`config.mk`:
```
export PLATFORM = sky130hd
export DESIGN_NAME = parking_lot_top
export DESIGN_NICKNAME = d
export VERILOG_FILES = /design/src/rtl/parking_pkg.sv /design/src/rtl/elevator_controller.sv /design/src/rtl/fee_meter.sv /design/src/rtl/order_queue.sv /design/src/rtl/parking_lot_top.sv /design/src/rtl/slot_table.sv
export SDC_FILE = /design/constraint.sdc
export NUM_CORES = 1
export LEC_CHECK = 0
export BUFFER_PORTS_ARGS = -buffer_cell sky130_fd_sc_hd__buf_2
export CAP_MARGIN = 10
export CORE_UTILIZATION = 59
export CTS_BUF_LIST = sky130_fd_sc_hd__clkbuf_8
export CTS_CLUSTER_DIAMETER = 200
export DETAILED_ROUTE_END_ITERATION = 8
export PLACE_DENSITY = 0.85
export REMOVE_ABC_BUFFERS = 1
export SETUP_SLACK_MARGIN = 0.15
export SLEW_MARGIN = 10
export SYNTH_ARGS = -nofsm -noshare
export SYNTH_HDL_FRONTEND = slang
export SYNTH_SLANG_ARGS = --single-unit
export TNS_END_PERCENT = 100
```
`constraint.sdc`:
```
create_clock -name clock -period 10.8 [get_ports clock]
set_clock_uncertainty 0.2 [all_clocks]
set_input_delay 1.08 -clock clock [delete_from_list [all_inputs] [get_ports clock]]
set_output_delay 1.08 -clock clock [all_outputs]
set_load 0.02 [all_outputs]
```
`src/rtl/parking_pkg.sv`:
```
/* Types and constants shared by the parking tower RTL and its testbench.
   Modules refer to them by scoped names. */
package parking_pkg;

	// Bit 0 set for an SUV, bits 15:12 hold the car class, zero means no car
	typedef logic [15:0] plate_t;

	typedef logic [2:0] floor_t; // Floor 0 is the entrance
	typedef logic [7:0] fee_t;

	typedef enum logic {
		order_park,
		order_retrieve
	} order_kind_t;

	typedef enum logic [2:0] {
		st_idle,        // Waiting at floor 0 for an order
		st_plate_swap,  // Exchange sedan and SUV plate
		st_load,        // Car rolls onto the plate, spot chosen
		st_travel_out,
		st_store,       // Car leaves the plate into its spot
		st_pickup,      // Car taken from its spot
		st_travel_home
	} elevator_state_t;

	// Parking floors above the entrance, two spots each
	localparam int NUM_FLOORS = 7;

	// Pending orders
	localparam int QUEUE_DEPTH = 8;

	// Car class codes in plate bits 15:12
	localparam logic [3:0] CLASS_HANDICAPPED = 4'b1001;
	localparam logic [3:0] CLASS_HYBRID = 4'b1000;

	// Fee saturates here
	localparam fee_t FEE_MAX = 8'd255;

endpackage

```
`src/rtl/elevator_controller.sv`:
```
/* Elevator FSM. Takes one order at a time from the queue, swaps the plate when
   needed, moves one floor per clock and parks or fetches the car. */
`timescale 1ns/100ps

module elevator_controller (
	input logic clock,
	input logic reset,
	input logic order_valid,
	input parking_pkg::order_kind_t order_kind,
	input parking_pkg::plate_t order_plate_q,
	input parking_pkg::floor_t free_floor,
	input logic free_place,
	input logic free_found,
	input parking_pkg::floor_t hit_floor,
	input logic hit_place,
	input logic hit_found,
	input parking_pkg::fee_t spot_fee,
	output logic order_take,
	output parking_pkg::plate_t query_plate,
	output logic store_strobe,
	output parking_pkg::plate_t store_plate,
	output logic clear_strobe,
	output parking_pkg::floor_t spot_floor,
	output logic spot_place,
	output parking_pkg::floor_t current_floor,
	output logic plate_type,
	output logic park_done,
	output logic car_out,
	output parking_pkg::plate_t car_out_plate,
	output parking_pkg::fee_t fee,
	output logic order_rejected
);
	parking_pkg::elevator_state_t state;
	parking_pkg::elevator_state_t state_next;
	parking_pkg::order_kind_t kind_r; // Order in progress
	parking_pkg::plate_t plate_r;
	logic swap_needed;
	logic load_reject;
	logic arriving_home;

	assign swap_needed = (order_plate_q[0] != plate_type);
	assign load_reject = (plate_r == '0) || !free_found;

	// Lookup uses the queue head while idle, then the latched plate
	assign query_plate = (state == parking_pkg::st_idle) ? order_plate_q : plate_r;
	assign order_take = (state == parking_pkg::st_idle) && order_valid;

	assign store_strobe = (state == parking_pkg::st_store);
	assign clear_strobe = (state == parking_pkg::st_pickup);
	assign store_plate = plate_r;
	assign park_done = (state == parking_pkg::st_store);
	assign car_out_plate = plate_r;

	assign order_rejected = (order_take && order_kind == parking_pkg::order_retrieve && !hit_found)
		|| (state == parking_pkg::st_load && load_reject);

	// Last step down to the entrance with a car aboard
	assign arriving_home = (current_floor == 3'd1)
		&& (state == parking_pkg::st_pickup
		|| (state == parking_pkg::st_travel_home && kind_r == parking_pkg::order_retrieve));

	always_comb begin
		state_next = state;
		case (state)
			parking_pkg::st_idle: begin
				if (order_valid) begin
					if (order_kind == parking_pkg::order_park)
						state_next = swap_needed ? parking_pkg::st_plate_swap : parking_pkg::st_load;
					else if (hit_found)
						state_next = swap_needed ? parking_pkg::st_plate_swap
							: parking_pkg::st_travel_out;
				end
			end
			parking_pkg::st_plate_swap: begin
				state_next = (kind_r == parking_pkg::order_park) ? parking_pkg::st_load
					: parking_pkg::st_travel_out;
			end
			parking_pkg::st_load:
				state_next = load_reject ? parking_pkg::st_idle : parking_pkg::st_travel_out;
			parking_pkg::st_travel_out: begin
				if (parking_pkg::floor_t'(current_floor + 3'd1) == spot_floor)
					state_next = (kind_r == parking_pkg::order_park) ? parking_pkg::st_store
						: parking_pkg::st_pickup;
			end
			parking_pkg::st_store, parking_pkg::st_pickup:
				state_next = (current_floor == 3'd1) ? parking_pkg::st_idle
					: parking_pkg::st_travel_home;
			parking_pkg::st_travel_home: begin
				if (current_floor == 3'd1)
					state_next = parking_pkg::st_idle;
			end
			default: state_next = parking_pkg::st_idle;
		endcase
	end

	always_ff @(posedge clock or posedge reset) begin
		if (reset) begin
			state <= parking_pkg::st_idle;
			current_floor <= '0;
			plate_type <= 1'b0; // Sedan plate
			car_out <= 1'b0;
			fee <= '0;
		end else begin
			state <= state_next;
			car_out <= arriving_home;
			case (state)
				parking_pkg::st_plate_swap: plate_type <= !plate_type;
				parking_pkg::st_travel_out: current_floor <= current_floor + 3'd1;
				parking_pkg::st_store, parking_pkg::st_travel_home:
					current_floor <= current_floor - 3'd1; // Heading home
				parking_pkg::st_pickup: begin
					current_floor <= current_floor - 3'd1;
					fee <= spot_fee; // Meter already holds the full charge
				end
				default: ;
			endcase
		end
	end

	always_ff @(posedge clock) begin
		if (order_take) begin
			plate_r <= order_plate_q;
			kind_r <= order_kind;
			spot_floor <= hit_floor; // Retrieve target, replaced at load for parking
			spot_place <= hit_place;
		end else if (state == parking_pkg::st_load) begin
			spot_floor <= free_floor;
			spot_place <= free_place;
		end
	end

endmodule

```
`src/rtl/fee_meter.sv`:
```
/* Fee counter of one parking spot. Charges per cycle by car class while
   the spot is occupied, saturating at the fee limit. */
`timescale 1ns/100ps

module fee_meter (
	input logic clock,
	input logic reset,
	input logic occupied,
	input logic start,
	input logic [3:0] car_class,
	output parking_pkg::fee_t fee
);
	logic [1:0] rate;
	logic [8:0] sum;

	always_comb begin
		if (car_class == parking_pkg::CLASS_HANDICAPPED)
			rate = 2'd0;
		else if (car_class == parking_pkg::CLASS_HYBRID)
			rate = 2'd1;
		else
			rate = 2'd2;
	end

	assign sum = {1'b0, fee} + {7'b0, rate}; // One bit of headroom for saturation

	always_ff @(posedge clock or posedge reset) begin
		if (reset) begin
			fee <= '0;
		end else if (start) begin
			fee <= {6'b0, rate}; // New car, the store cycle is the first charged
		end else if (occupied) begin
			if (sum > {1'b0, parking_pkg::FEE_MAX})
				fee <= parking_pkg::FEE_MAX;
			else
				fee <= sum[7:0];
		end
	end

endmodule

```
`src/rtl/order_queue.sv`:
```
/* Circular buffer of park and retrieve orders waiting for the elevator.
   Both strobes at once count as a retrieval; a strobe into a full buffer is dropped. */
`timescale 1ns/100ps

module order_queue (
	input logic clock,
	input logic reset,
	input logic park_req,
	input logic retrieve_req,
	input parking_pkg::plate_t order_plate,
	input logic order_take,
	output logic order_valid,
	output parking_pkg::order_kind_t order_kind,
	output parking_pkg::plate_t order_plate_q,
	output logic order_dropped
);
	parking_pkg::plate_t plate_mem [parking_pkg::QUEUE_DEPTH];
	parking_pkg::order_kind_t kind_mem [parking_pkg::QUEUE_DEPTH];
	logic [$clog2(parking_pkg::QUEUE_DEPTH)-1:0] rd_ptr;
	logic [$clog2(parking_pkg::QUEUE_DEPTH)-1:0] wr_ptr;
	logic [$clog2(parking_pkg::QUEUE_DEPTH):0] count;
	logic strobe;
	logic full;
	logic push;
	logic pop;

	assign strobe = park_req || retrieve_req;
	assign full = (count == parking_pkg::QUEUE_DEPTH);
	assign push = strobe && !full;
	assign pop = order_take && order_valid;

	// Head of the queue seen directly by the controller
	assign order_valid = (count != '0);
	assign order_kind = kind_mem[rd_ptr];
	assign order_plate_q = plate_mem[rd_ptr];

	always_ff @(posedge clock) begin
		if (push) begin
			plate_mem[wr_ptr] <= order_plate;
			kind_mem[wr_ptr] <= retrieve_req ? parking_pkg::order_retrieve
				: parking_pkg::order_park;
		end
	end

	always_ff @(posedge clock or posedge reset) begin
		if (reset) begin
			rd_ptr <= '0;
			wr_ptr <= '0;
			count <= '0;
			order_dropped <= 1'b0;
		end else begin
			order_dropped <= strobe && full; // Order is lost
			if (push)
				wr_ptr <= wr_ptr + 1'b1; // Depth is a power of two, pointers wrap
			if (pop)
				rd_ptr <= rd_ptr + 1'b1;
			if (push && !pop)
				count <= count + 1'b1;
			else if (pop && !push)
				count <= count - 1'b1;
		end
	end

endmodule

```
`src/rtl/parking_lot_top.sv`:
```
/* Top level of the parking tower. Connects the order queue, the elevator
   controller and the spot table; park_floor and park_place go with park_done. */
`timescale 1ns/100ps

module parking_lot_top (
	input logic clock,
	input logic reset,
	input logic park_req,
	input logic retrieve_req,
	input parking_pkg::plate_t order_plate,
	output parking_pkg::floor_t current_floor,
	output logic plate_type,
	output logic park_done,
	output parking_pkg::floor_t park_floor,
	output logic park_place,
	output logic car_out,
	output parking_pkg::plate_t car_out_plate,
	output parking_pkg::fee_t fee,
	output logic order_rejected,
	output logic order_dropped,
	output logic full_sedan,
	output logic full_suv
);
	logic order_valid;
	logic order_take;
	parking_pkg::order_kind_t order_kind;
	parking_pkg::plate_t order_plate_q;
	parking_pkg::plate_t query_plate;
	parking_pkg::plate_t store_plate;
	logic store_strobe;
	logic clear_strobe;
	parking_pkg::floor_t free_floor;
	logic free_place;
	logic free_found;
	parking_pkg::floor_t hit_floor;
	logic hit_place;
	logic hit_found;
	parking_pkg::fee_t spot_fee;

	order_queue queue_i (
		.clock(clock),
		.reset(reset),
		.park_req(park_req),
		.retrieve_req(retrieve_req),
		.order_plate(order_plate),
		.order_take(order_take),
		.order_valid(order_valid),
		.order_kind(order_kind),
		.order_plate_q(order_plate_q),
		.order_dropped(order_dropped)
	);

	// Spot outputs double as the reported park position
	elevator_controller controller_i (
		.clock(clock),
		.reset(reset),
		.order_valid(order_valid),
		.order_kind(order_kind),
		.order_plate_q(order_plate_q),
		.free_floor(free_floor),
		.free_place(free_place),
		.free_found(free_found),
		.hit_floor(hit_floor),
		.hit_place(hit_place),
		.hit_found(hit_found),
		.spot_fee(spot_fee),
		.order_take(order_take),
		.query_plate(query_plate),
		.store_strobe(store_strobe),
		.store_plate(store_plate),
		.clear_strobe(clear_strobe),
		.spot_floor(park_floor),
		.spot_place(park_place),
		.current_floor(current_floor),
		.plate_type(plate_type),
		.park_done(park_done),
		.car_out(car_out),
		.car_out_plate(car_out_plate),
		.fee(fee),
		.order_rejected(order_rejected)
	);

	slot_table slots_i (
		.clock(clock),
		.reset(reset),
		.store_strobe(store_strobe),
		.store_plate(store_plate),
		.clear_strobe(clear_strobe),
		.spot_floor(park_floor),
		.spot_place(park_place),
		.query_plate(query_plate),
		.free_floor(free_floor),
		.free_place(free_place),
		.free_found(free_found),
		.hit_floor(hit_floor),
		.hit_place(hit_place),
		.hit_found(hit_found),
		.spot_fee(spot_fee),
		.full_sedan(full_sedan),
		.full_suv(full_suv)
	);

endmodule

```
`src/rtl/slot_table.sv`:
```
/* Plates of all fourteen spots with their fee meters. Finds the lowest allowed
   free spot and the spot holding a given plate for the elevator controller. */
`timescale 1ns/100ps

module slot_table (
	input logic clock,
	input logic reset,
	input logic store_strobe,
	input parking_pkg::plate_t store_plate,
	input logic clear_strobe,
	input parking_pkg::floor_t spot_floor,
	input logic spot_place,
	input parking_pkg::plate_t query_plate,
	output parking_pkg::floor_t free_floor,
	output logic free_place,
	output logic free_found,
	output parking_pkg::floor_t hit_floor,
	output logic hit_place,
	output logic hit_found,
	output parking_pkg::fee_t spot_fee,
	output logic full_sedan,
	output logic full_suv
);
	// Place 0 is the left spot; a zero plate marks a free spot
	parking_pkg::plate_t spots [1:parking_pkg::NUM_FLOORS][2];
	parking_pkg::fee_t fees [1:parking_pkg::NUM_FLOORS][2];
	logic suv_query;

	assign suv_query = query_plate[0];

	always_ff @(posedge clock or posedge reset) begin
		if (reset) begin
			for (int f = 1; f <= parking_pkg::NUM_FLOORS; f++) begin
				spots[f][0] <= '0;
				spots[f][1] <= '0;
			end
		end else if (store_strobe || clear_strobe) begin
			for (int f = 1; f <= parking_pkg::NUM_FLOORS; f++) begin
				if (spot_floor == parking_pkg::floor_t'(f))
					spots[f][spot_place] <= store_strobe ? store_plate : '0;
			end
		end
	end

	// Even floors are sedan floors, odd floors SUV floors
	always_comb begin
		full_sedan = 1'b1;
		full_suv = 1'b1;
		for (int f = 1; f <= parking_pkg::NUM_FLOORS; f++) begin
			if (f % 2 == 0)
				full_sedan = full_sedan && (spots[f][0] != '0) && (spots[f][1] != '0);
			else
				full_suv = full_suv && (spots[f][0] != '0) && (spots[f][1] != '0);
		end
	end

	always_comb begin
		logic allowed;
		free_found = 1'b0;
		free_floor = '0;
		free_place = 1'b0;
		for (int f = 1; f <= parking_pkg::NUM_FLOORS; f++) begin
			// Sedans overflow to odd floors once the even ones are full
			allowed = (f % 2 == 1) ? (suv_query || full_sedan) : !suv_query;
			if (allowed && !free_found && (spots[f][0] == '0 || spots[f][1] == '0)) begin
				free_found = 1'b1;
				free_floor = parking_pkg::floor_t'(f);
				free_place = (spots[f][0] != '0); // Left spot first
			end
		end
	end

	always_comb begin
		hit_found = 1'b0;
		hit_floor = '0;
		hit_place = 1'b0;
		spot_fee = '0;
		for (int f = 1; f <= parking_pkg::NUM_FLOORS; f++) begin
			for (int p = 0; p < 2; p++) begin
				if (!hit_found && spots[f][p] != '0 && spots[f][p] == query_plate) begin
					hit_found = 1'b1;
					hit_floor = parking_pkg::floor_t'(f);
					hit_place = (p == 1);
				end
				if (spot_floor == parking_pkg::floor_t'(f) && spot_place == (p == 1))
					spot_fee = fees[f][p];
			end
		end
	end

	for (genvar f = 1; f <= parking_pkg::NUM_FLOORS; f++) begin : g_floor
		for (genvar p = 0; p < 2; p++) begin : g_place
			logic meter_start;

			assign meter_start = store_strobe && spot_floor == parking_pkg::floor_t'(f)
				&& spot_place == (p == 1);

			fee_meter meter_i (
				.clock(clock),
				.reset(reset),
				.occupied(spots[f][p] != '0),
				.start(meter_start),
				.car_class(meter_start ? store_plate[15:12] : spots[f][p][15:12]), // Incoming car
				.fee(fees[f][p])
			);
		end
	end

endmodule

```
Word level (Yosys, flattened, before mapping)
Memory sizes are Yosys's and may differ from the RTL's.
Cells that the tools add are included.
{"block": "totals", "ramBits": 136, "regBits": 384, "in_bits": 20, "mem_count": 2}
{"memory": "queue_i.plate_mem", "depth": 8, "word_bits": 16, "rd": 1, "rd_ports_with_merged_regs": 0, "write_ports": 1, "line": "order_queue.sv:17", "source": "parking_pkg::plate_t plate_mem [parking_pkg::QUEUE_DEPTH];"}
{"memory": "queue_i.kind_mem", "depth": 8, "word_bits": 1, "rd": 1, "rd_ports_with_merged_regs": 0, "write_ports": 1, "line": "order_queue.sv:18", "source": "parking_pkg::order_kind_t kind_mem [parking_pkg::QUEUE_DEPTH];"}
{"block": "op_classes", "n_bitwise": 2, "n_addsub": 20, "muxes": 193, "n_reduce_logical": 196, "n_eq_ne": 63, "n_lt_le_gt_ge": 16}
{"cell": "$mux 8", "n": 56}
{"cell": "$logic_not 16->1", "n": 15}
{"cell": "$bwmux 32", "n": 7}
{"cell": "$eq 16x16->1", "n": 14}
{"cell": "$reduce_bool 16->1", "n": 14}
{"cell": "$add 8x2->9", "n": 14}
{"cell": "$gt 9x8->1 const B", "n": 14}
{"cell": "$eq 4x4->1 const B", "n": 29}
{"cell": "$logic_and 1x1->1", "n": 99}
{"cell": "$mux 2", "n": 35}
{"cell": "$mux 3", "n": 22}
{"cell": "$mux 4", "n": 16}
{"cell": "$mux 1", "n": 51}
{"cell": "$mux 16", "n": 3}
{"cell": "$reduce_bool 2->1", "n": 17}
{"cell": "$logic_not 1->1", "n": 26}
{"cell": "$eq 3x3->1 const B", "n": 7}
{"cell": "$pmux 3 s6", "n": 1}
{"cell": "$demux 16 s1", "n": 1}
{"cell": "$reduce_and 2->1", "n": 7}
{"cell": "$logic_or 1x1->1", "n": 13}
{"cell": "$eq 3x2->1 const B", "n": 4}
{"cell": "$add 3x1->3 const B", "n": 3}
{"cell": "$eq 3x1->1 const B", "n": 3}
{"cell": "other kinds (17)", "n": 19}

Logic depth before layout (Yosys ltp)
Gate-level depths: netlist of the first run.
{"block": "logic_depth", "ltp_word": 61, "ltp_mapped": 17}

Hierarchy
Synthesis of the first run repeated with hierarchy kept, for this count alone.
{"block": "hier_totals", "cells_unflattened": 2535, "hier_area_um2": 28682.5}
{"mod": "slot_table", "cells_each": 1358, "n_inst": 1, "area_each_um2": 13207.7, "seq_area_each_um2": 5605.4}
{"mod": "fee_meter", "cells_each": 54, "n_inst": 14, "area_each_um2": 548.0, "seq_area_each_um2": 200.2}
{"mod": "order_queue", "cells_each": 261, "n_inst": 1, "area_each_um2": 5876.9, "seq_area_each_um2": 4359.2}
{"mod": "elevator_controller", "cells_each": 160, "n_inst": 1, "area_each_um2": 1925.6, "seq_area_each_um2": 1031.0}

Worst setup path after synthesis of the first run
Ideal clock, no wire load.
{"block": "synth_path", "kind": "reg2out", "start": "register queue_i.rd_ptr[0] (netlist name)", "end": "output port order_rejected", "setup_slack_ns": 6.160, "stages_incl_launch_ff": 16, "n_path_buf": 3, "arrival_time_ns": 3.360, "path_cell_list": "dfrtp_1 buf_4 buf_8 buf_6 mux2i_1 a22oi_1 nand2_2 inv_1 a2111oi_1 a311o_1 o2111ai_1 a311o_1 nand4_2 nor2_1 or3b_1 o21ai_0"}
{"block": "synth_between", "elab_chain_len": 60}
{"element": "start: declaration", "line": "order_queue.sv:19", "source": "logic [$clog2(parking_pkg::QUEUE_DEPTH)-1:0] rd_ptr;"}
{"element": "start signal: assignment", "line": "order_queue.sv:56", "source": "rd_ptr <= rd_ptr + 1'b1;"}
{"element": "$mem_v2 8x16 *"}
{"element": "named net controller_i.order_plate_q[1]", "line": "elevator_controller.sv:10", "source": "input parking_pkg::plate_t order_plate_q,"}
{"element": "$mux 16 *", "line": "elevator_controller.sv:45", "source": "assign query_plate = (state == parking_pkg::st_idle) ? order_plate_q : plate_r;"}
{"element": "$eq 16x16->1", "line": "slot_table.sv:80", "source": "if (!hit_found && spots[f][p] != '0 && spots[f][p] == query_plate) begin"}
{"element": "$logic_and 1x1->1", "line": "slot_table.sv:80"}
{"element": "$mux 1", "line": "slot_table.sv:80"}
{"element": "$logic_not 1->1", "line": "slot_table.sv:80"}
{"element": "$logic_and 1x1->1 (2 in a row)", "line": "slot_table.sv:80"}
{"element": "[42 not listed]"}
{"element": "$logic_and 1x1->1 (2 in a row)", "line": "slot_table.sv:80"}
{"element": "$mux 1", "line": "slot_table.sv:80"}
{"element": "$logic_not 1->1", "line": "slot_table.sv:80"}
{"element": "$logic_and 1x1->1 (2 in a row)", "line": "slot_table.sv:80"}
{"element": "$mux 1 *", "line": "slot_table.sv:80"}
{"element": "$logic_not 1->1 *", "line": "elevator_controller.sv:54", "source": "assign order_rejected = (order_take && order_kind == parking_pkg::order_retrieve && !hit_found)"}
{"element": "$logic_and 1x1->1 *", "line": "elevator_controller.sv:54"}
{"element": "$logic_or 1x1->1 *", "line": "elevator_controller.sv:55", "source": "|| (state == parking_pkg::st_load && load_reject);"}
{"element": "end: declaration", "line": "parking_lot_top.sv:19", "source": "output logic order_rejected,"}
The timed path passes the listed nets; every way through them passes the cells marked *.

Final worst setup path of the first run
{"block": "layout_path", "start": "register controller_i.state[2]", "end": "output port order_rejected"}
{"block": "layout_between", "elab_chain_len": 60}
{"element": "start: declaration", "line": "elevator_controller.sv:33", "source": "parking_pkg::elevator_state_t state;"}
{"element": "start signal: assignment", "line": "elevator_controller.sv:98", "source": "state <= parking_pkg::st_idle;"}
{"element": "start signal: assignment", "line": "elevator_controller.sv:104", "source": "state <= state_next;"}
{"element": "$logic_not 3->1", "line": "elevator_controller.sv:45, elevator_controller.sv:46"}
{"element": "$mux 16", "line": "elevator_controller.sv:45"}
{"element": "$eq 16x16->1", "line": "slot_table.sv:80"}
{"element": "$logic_and 1x1->1", "line": "slot_table.sv:80"}
{"element": "$mux 1", "line": "slot_table.sv:80"}
{"element": "$logic_not 1->1", "line": "slot_table.sv:80"}
{"element": "$logic_and 1x1->1 (2 in a row)", "line": "slot_table.sv:80"}
{"element": "$mux 1", "line": "slot_table.sv:80"}
{"element": "[41 not listed]"}
{"element": "$logic_and 1x1->1 (2 in a row)", "line": "slot_table.sv:80"}
{"element": "$mux 1", "line": "slot_table.sv:80"}
{"element": "$logic_not 1->1", "line": "slot_table.sv:80"}
{"element": "$logic_and 1x1->1 (2 in a row)", "line": "slot_table.sv:80"}
{"element": "$mux 1", "line": "slot_table.sv:80"}
{"element": "$logic_not 1->1", "line": "elevator_controller.sv:54"}
{"element": "$logic_and 1x1->1", "line": "elevator_controller.sv:54"}
{"element": "$logic_or 1x1->1 *", "line": "elevator_controller.sv:55"}
Mark *: on every way between the ends. The rest lies on a longest branch, timed or not.

==> results_dict.tcl, run 1 <==
set metrics [dict create \
    status "completed" \
    fin_cells 3752 \
    drive_above_1_share_pct 10.1 \
    fmax_mhz 141 \
    end_kind "output port" \
    die_y_um 224 \
    initial_core_util_pct 60.4 \
    finalCriticalPeriod_ns 7.11 \
    clk_pin_slew_ns 0.07 \
    drt_iter0_drc 4037 \
    gp_congestion 1.05 \
    ctsResizeCount 0 \
    critical_path.max_fanout 36 \
    area_growth_pct 8.62 \
    via_count 26500 \
    post_cts_buffers 0 \
    slew_violations 0 \
    yosys_warnings 0 \
    top_usage_layer "met2" \
    cts_made_buffers 86 \
    arrival_ns 5.83 \
    grt_util_met2_pct 71.0 \
    setup_violations 0 \
    holdWs_ns 0.245 \
    cts-root-buf "clkbuf_8" \
    antenna_found_initial 6 \
    synth_top_area_cell "dfrtp_1" \
    met1_usage_pct 58.6 \
    hold_class "in -> async" \
    vias_per_cell 7.06 \
    hold_viol 0 \
    ys_types 90 \
    synth-async-reset-ratio_pct 69.8 \
    synth-seq-area-share_pct 47.5 \
    cp-start-kind "flop" \
    die_x_um 224 \
    utilization_pct 65.6 \
    gr-usage-met3_pct 11.0 \
    worst_slack_ns 3.69 \
    synth_flop_cell "dfrtp_1" \
    rsz0062_at_grt "false" \
    grt-ovfl-total 0 \
    io_buffers 57 \
    die_area_mm2 0.0502 \
    avgSynthCellArea_um2 9.68 \
    dpl.hpwl_um 82000 \
    io_pins 58 \
    grt_pass1_wl_um 168000 \
    ctsHtreeMaxLevel 3 \
    synth_edf_count 157 \
    cts_sinks 520 \
    holdBufCountCts 0 \
    netlist.area_leader.share_pct 31.2 \
    ys_ff_latch 520 \
    firstDrtPassIters 7 \
    clock_latency_ns 0.72 \
    required_ns 9.52 \
    first_global_vias 25200 \
    syn_area_mm2 0.0291 \
    grt_usage_pct 46.5 \
    cts_tree "done" \
    drc 0 \
    dp_cells 3605 \
    core_area_mm2 0.0481 \
    ys_top_cells_by_area "dfrtp_1, edfxtp_1, nand2_1, o21ai_0, mux2i_1" \
    routed_wl_um 116000 \
    reg2reg_depth 15 \
    syn_inst 3002 \
    crit_type "reg -> out" \
    period_share_pct 65.8 \
    dp_worst_setup_slack_ns 4.53 \
    ant_nets 0 \
    fin_nets 3108 \
    slew_headroom_pct 6.98 \
    wire_per_inst_um 30.9 \
    worst-slew-pin-transition_ns 1.40 \
    cts_buffer_depth 3 \
    rows 80 \
    maxCapViolations 0 \
    grt_start_max_net_pins 145 \
]
-- sequential cells by signal (all words and copies together) (netlist names) --
register and cells:
controller_i.fee 8, slots_i.g_floor.g_place.meter_i.fee 112, queue_i.kind_mem 8, controller_i.state 3
controller_i.plate_type 1, queue_i.count 4, controller_i.spot_floor 3, slots_i.spots 224
queue_i.rd_ptr 3, controller_i.spot_place 1, controller_i.current_floor 3, queue_i.order_dropped 1
controller_i.kind_r 1, controller_i.car_out 1, queue_i.wr_ptr 3, controller_i.car_out_plate 16
queue_i.plate_mem 128
-- synth_stat cells, types with 77 or more instances --
master    number
edfxtp_1     157
nand3_1       77
nor2_1       167
mux2i_1      105
xor2_1       114
xnor2_1      112
a21oi_1       99
nand2_1      459
clkbuf_1     123
o21ai_0      304
nor4_1       102
dfrtp_1      363
-- worst paths after layout --
kind                       slack, ns                                           end                     from
setup / recovery                3.69                                order_rejected    controller_i.state[2]
hold / removal                  0.24  slots_i.g_floor[4].g_place[0].meter_i.fee[6]                    reset
setup reg to reg                4.64  slots_i.g_floor[5].g_place[0].meter_i.fee[5]    controller_i.state[2]
hold reg to reg                 0.33                       controller_i.plate_type  controller_i.plate_type
max in group asynchronous       7.93                            slots_i.spots[100]                    reset
min in group clock              0.33                       controller_i.plate_type  controller_i.plate_type
-- layout make-up --
| cell class | count | area [um2] |
|---|---|---|
| clock buffer | 92 | 1270 |
| multi-input combinational | 2258 | 14300 |
| inverter | 53 | 206 |
| timing repair buffer | 118 | 756 |
| fill | 3686 | 16600 |
| tap | 656 | 821 |
| sequential | 520 | 13800 |
| antenna | 2 | 5.00 |
| clock inverter | 53 | 387 |
-- cells in the final DEF, fill, tap and decap left out, drive strengths merged, types with 57 or more instances in the layout --
cell type and instances:
o21ai 304, buf 118, edfxtp 157, a21oi 101
xnor2 112, nand2 461, nor3 57, inv 78
xor2 114, mux2i 105, nor2 168, nand4 59
nand3 78, nor4 102, dfrtp 363, clkbuf 92
-- through the flow --
step | TNS [ns] | cell area (um2)
floorplan | -201.61 | 28300
CTS | 0 | 31600
detailed placement | 0 | 29900
global placement | 0 | 29900
global route | 0 | 31600
finish | 0 | 31600
-- per-layer routing --
metal  up-vias  routed length [um]
met5         -                  12
met4         2                9440
met3       566               12900
met2      1933               51400
met1     12800               42400
li1      11200                   -
-- cells by family after synthesis --
family / count (synthesis) / synth area share [%]
AOI/OAI and AO/OA: 771 / 17.2
and+or+nand+nor: 1073 / 17.7
buffers and inverters: 224 / 3.33
xor gates and xnor gates: 226 / 6.81
adders and majority gates: 51 / 2.58
muxes: 137 / 4.93
DFF: 520 / 47.5
-- worst max-delay path, stage by stage (launching register included) --
cell     delay, ns
dfrtp_1       0.82
or3_2         0.77
buf_4         0.49
nand2_1       0.21
o31a_1        0.17
buf_4         0.24
a211o_1       0.33
or4_1         0.41
or4_1         0.63
and2_1        0.23
and3_4        0.19
nand3_2       0.08
or3b_1        0.21
o21ai_0       0.10
buf_2         0.19
Power of run 1 is left out: the tool's default activity adds up to more than one toggle a clock period on the data nets, which glitch-free logic cannot reach.
==> inputs of run 2 (changes only) <==
ABC_AREA = 1   (was default)
clock period = 5.73 ns   (was 10.8 ns; I/O delays follow)
==> results_dict.tcl, run 2 <==
set metrics [dict create \
    status "completed" \
    syn_inst 3530 \
    maxCapViolations 0 \
    drc 0 \
    io_buffers 57 \
    syn_area_mm2 0.0290 \
    firstDrtPassIters 9 \
    place_area_mm2 0.0298 \
    dpl.hpwl_um 65800 \
    final_cell_area_mm2 0.0318 \
    clock_latency_ns 0.73 \
    synth-compound-area-share_pct 15.7 \
    switching_share_pct 51.1 \
    peakVddDrop_v 0.000445 \
    ctsHtreeMaxLevel 3 \
    critical_path.max_fanout 32 \
    antenna_found_initial 3 \
    slowest_delay_ns 0.61 \
    final_cell_mix "nand2_1, inv_1, dfrtp_1" \
    fmax_mhz 179 \
    hold_viol 0 \
    netlist.area_leader.share_pct 31.4 \
    cts_tree "done" \
    synthSimpleGateAreaFrac_pct 22.7 \
    grt_pass1_wl_um 151000 \
    cts_sinks 520 \
    combPwrFrac_pct 54.6 \
    yosysMostFrequentCell "nand2_1" \
    finalCriticalPeriod_ns 5.59 \
    power_density_mw_per_mm2 692 \
    required_ns 4.96 \
    p_int_mw 10.8 \
    yosys_warnings 0 \
    reg2reg_depth 20 \
    power.leakage_nw 14.7 \
    synth-async-reset-ratio_pct 69.8 \
    dr_wl_met2_um 42900 \
    worst-slew-pin-transition_ns 1.16 \
    power_switching_mw 11.2 \
    wl_met3_um 14000 \
    wl_met1_um 34800 \
    largest_reg_flops 224 \
    cts-root-buf "clkbuf_8" \
    dp_worst_setup_slack_ns 0.904 \
    synth_top_area_cell "dfrtp_1" \
    arrival_ns 4.81 \
    avgSynthCellArea_um2 8.21 \
    cp-start-kind "flop" \
    pwr-share-clk_pct 15.4 \
    ant_nets 0 \
    gp_congestion 1.05 \
    cts_made_buffers 87 \
    die_area_mm2 0.0500 \
    finalPower_mw 22.0 \
    top_layer_used "met5" \
    setup_violations 0 \
    area_growth_pct 9.67 \
    ys_top_cells_by_area "dfrtp_1, edfxtp_1, nand2_1, o22ai_1, inv_1" \
    pwr-share-seq_pct 30.0 \
    drive_above_1_share_pct 9.15 \
    synth_common_cells "nand2_1, inv_1, dfrtp_1" \
    synth_xor_xnor_area_share_pct 1.87 \
    initial_core_util_pct 60.3 \
    grt_start_max_net_pins 154 \
    clk_pin_slew_ns 0.07 \
    die_y_um 224 \
    cts_buffer_depth 3 \
    vias_per_cell 6.54 \
    crit_type "reg -> out" \
    ys_types 57 \
    synth_edf_count 157 \
    slew_headroom_pct 22.7 \
    drt_iter0_drc 4337 \
    period_share_pct 97.5 \
    crit_chain "inv_4 > nand2_2 > buf_4 > nand2_1 > nand2_2 > nand2_1 > nand2_1 > nor2_1 > nand2_1 > nor2_1 > nand3_1 > nand2_1 > inv_2 > nand4_4 > nor2_2 > nand3_2 > nor2_4 > nand3_2 > o21ai_1 > buf_2" \
    rows 80 \
    top_register "slots_i.spots" \
    routed_wl_um 99300 \
    wire_per_inst_um 23.0 \
    grt_usage_pct 39.8 \
    ys_ff_latch 520 \
    grt-ovfl-total 0 \
    first_global_vias 26900 \
    hold_class "in -> async" \
    end_kind "output port" \
    synth-seq-area-share_pct 47.6 \
    die_x_um 224 \
    utilization_pct 66.1 \
    slowest_stage "dfrtp_1" \
    synth_top_family_by_area "simple AND/OR/NAND/NOR gates" \
    synth_flop_cell "dfrtp_1" \
    crit_top_cell "nand2_1" \
    layout_commonest_cell "nand2_1" \
    via_count 28200 \
    post_synth_mux_area_share_pct 0.0389 \
    synthAdderAreaFrac_pct 2.59 \
    core_area_mm2 0.0480 \
    fin_nets 3702 \
    rsz0062_at_grt "false" \
    slew_violations 0 \
    worst_slack_ns 0.144 \
    io_pins 58 \
    top_regs "slots_i.spots x224, queue_i.plate_mem x128, slots_i.g_floor.g_place.meter_i.fee x112" \
]
-- run 2: cell types whose count changed in the layout (fill, tap and decap cells not counted), sizes merged, moves of 105 or more --
cell	change
nand2	+313
o22ai	+282
nand3	+149
nor2	+109
inv	+507
mux2i	-105
xnor2	-108
-- run 2: cell families (layout without fill, tap and decap cells) --
| kind of cell | Yosys count | after routing |
|---|---|---|
| AND/OR/NAND/NOR | 1482 | 1482 |
| AO/OA/AOI/OAI | 737 | 737 |
| buffers and inverters | 677 | 841 |
| flip-flops | 520 | 520 |
| XOR/XNOR | 62 | 62 |
| adder cells (fa/ha/maj) | 51 | 51 |
| multiplexers | 1 | 1 |
| other | 0 | 2 |
-- run 2: area by class of cell --
cell class                 instances  area [um2]
fill                            3863       16300
sequential                       520       13800
multi-input combinational       2333       12400
inverter                         561        2120
clock buffer                      98        1350
timing repair buffer             128         903
tap                              615         769
clock inverter                    54         377
antenna                            2        5.00
-- run 2: what timing repair did --
action                                  CTS  global route
buffers inserted                          0             0
hold buffers                             19             0
hold endpoints to repair                213             0
resized for setup                         1            13
endpoints found under the setup margin    1             1
-- run 2: through the flow --
step	TNS (ns)	hold slack, ns	instances
2_1_floorplan	-1857.98	0.278	3414
3_3_place_gp	0	0.270	4138
3_5_place_dp	0	0.276	4138
4_1_cts	0	0.295	4309
5_1_grt	0	0.330	4310
6_report	0	0.286	4311
-- run 2: layer usage --
| metal | vias up | global-route usage [%] |
|---|---|---|
| met2 | 2179 | 59.9 |
| li1 | 12300 | - |
| met1 | 13100 | 49.8 |
| met5 | - | 0.391 |
| met4 | 4 | 26.6 |
| met3 | 596 | 11.9 |
-- run 2: final timing paths --
kind / startpoint / endpoint / slack [ns]
setup / recovery: controller_i.state[0] / order_rejected / 0.14
hold / removal: reset / slots_i.spots[210] / 0.29
setup reg to reg: controller_i.spot_floor[1] / slots_i.g_floor[6].g_place[0].meter_i.fee[2] / 0.72
hold reg to reg: controller_i.fee[4] / controller_i.fee[4] / 0.29
max in group asynchronous: reset / slots_i.g_floor[6].g_place[0].meter_i.fee[4] / 3.73
min in group clock: controller_i.fee[4] / controller_i.fee[4] / 0.29
-- run 2: critical path, delay by kind of cell (launching register included) --
family | cells | cell delay [ns]
flip-flops | 1 | 0.61
buffers and inverters | 4 | 0.83
AND/OR/NAND/NOR | 15 | 2.29
AO/OA/AOI/OAI | 1 | 0.32
-- run 2: power by group through the flow --
stage               logic, mW  registers (mW)  clock network [mW]
finish                   12.0            6.60                3.37
global route             12.8            6.70                3.52
CTS                      11.4            6.50                3.36
detailed placement       11.3            6.55                   0
global placement         11.1            6.53                   0
floorplan                7.49            6.37                   0
(Power assumes the default switching activity.)
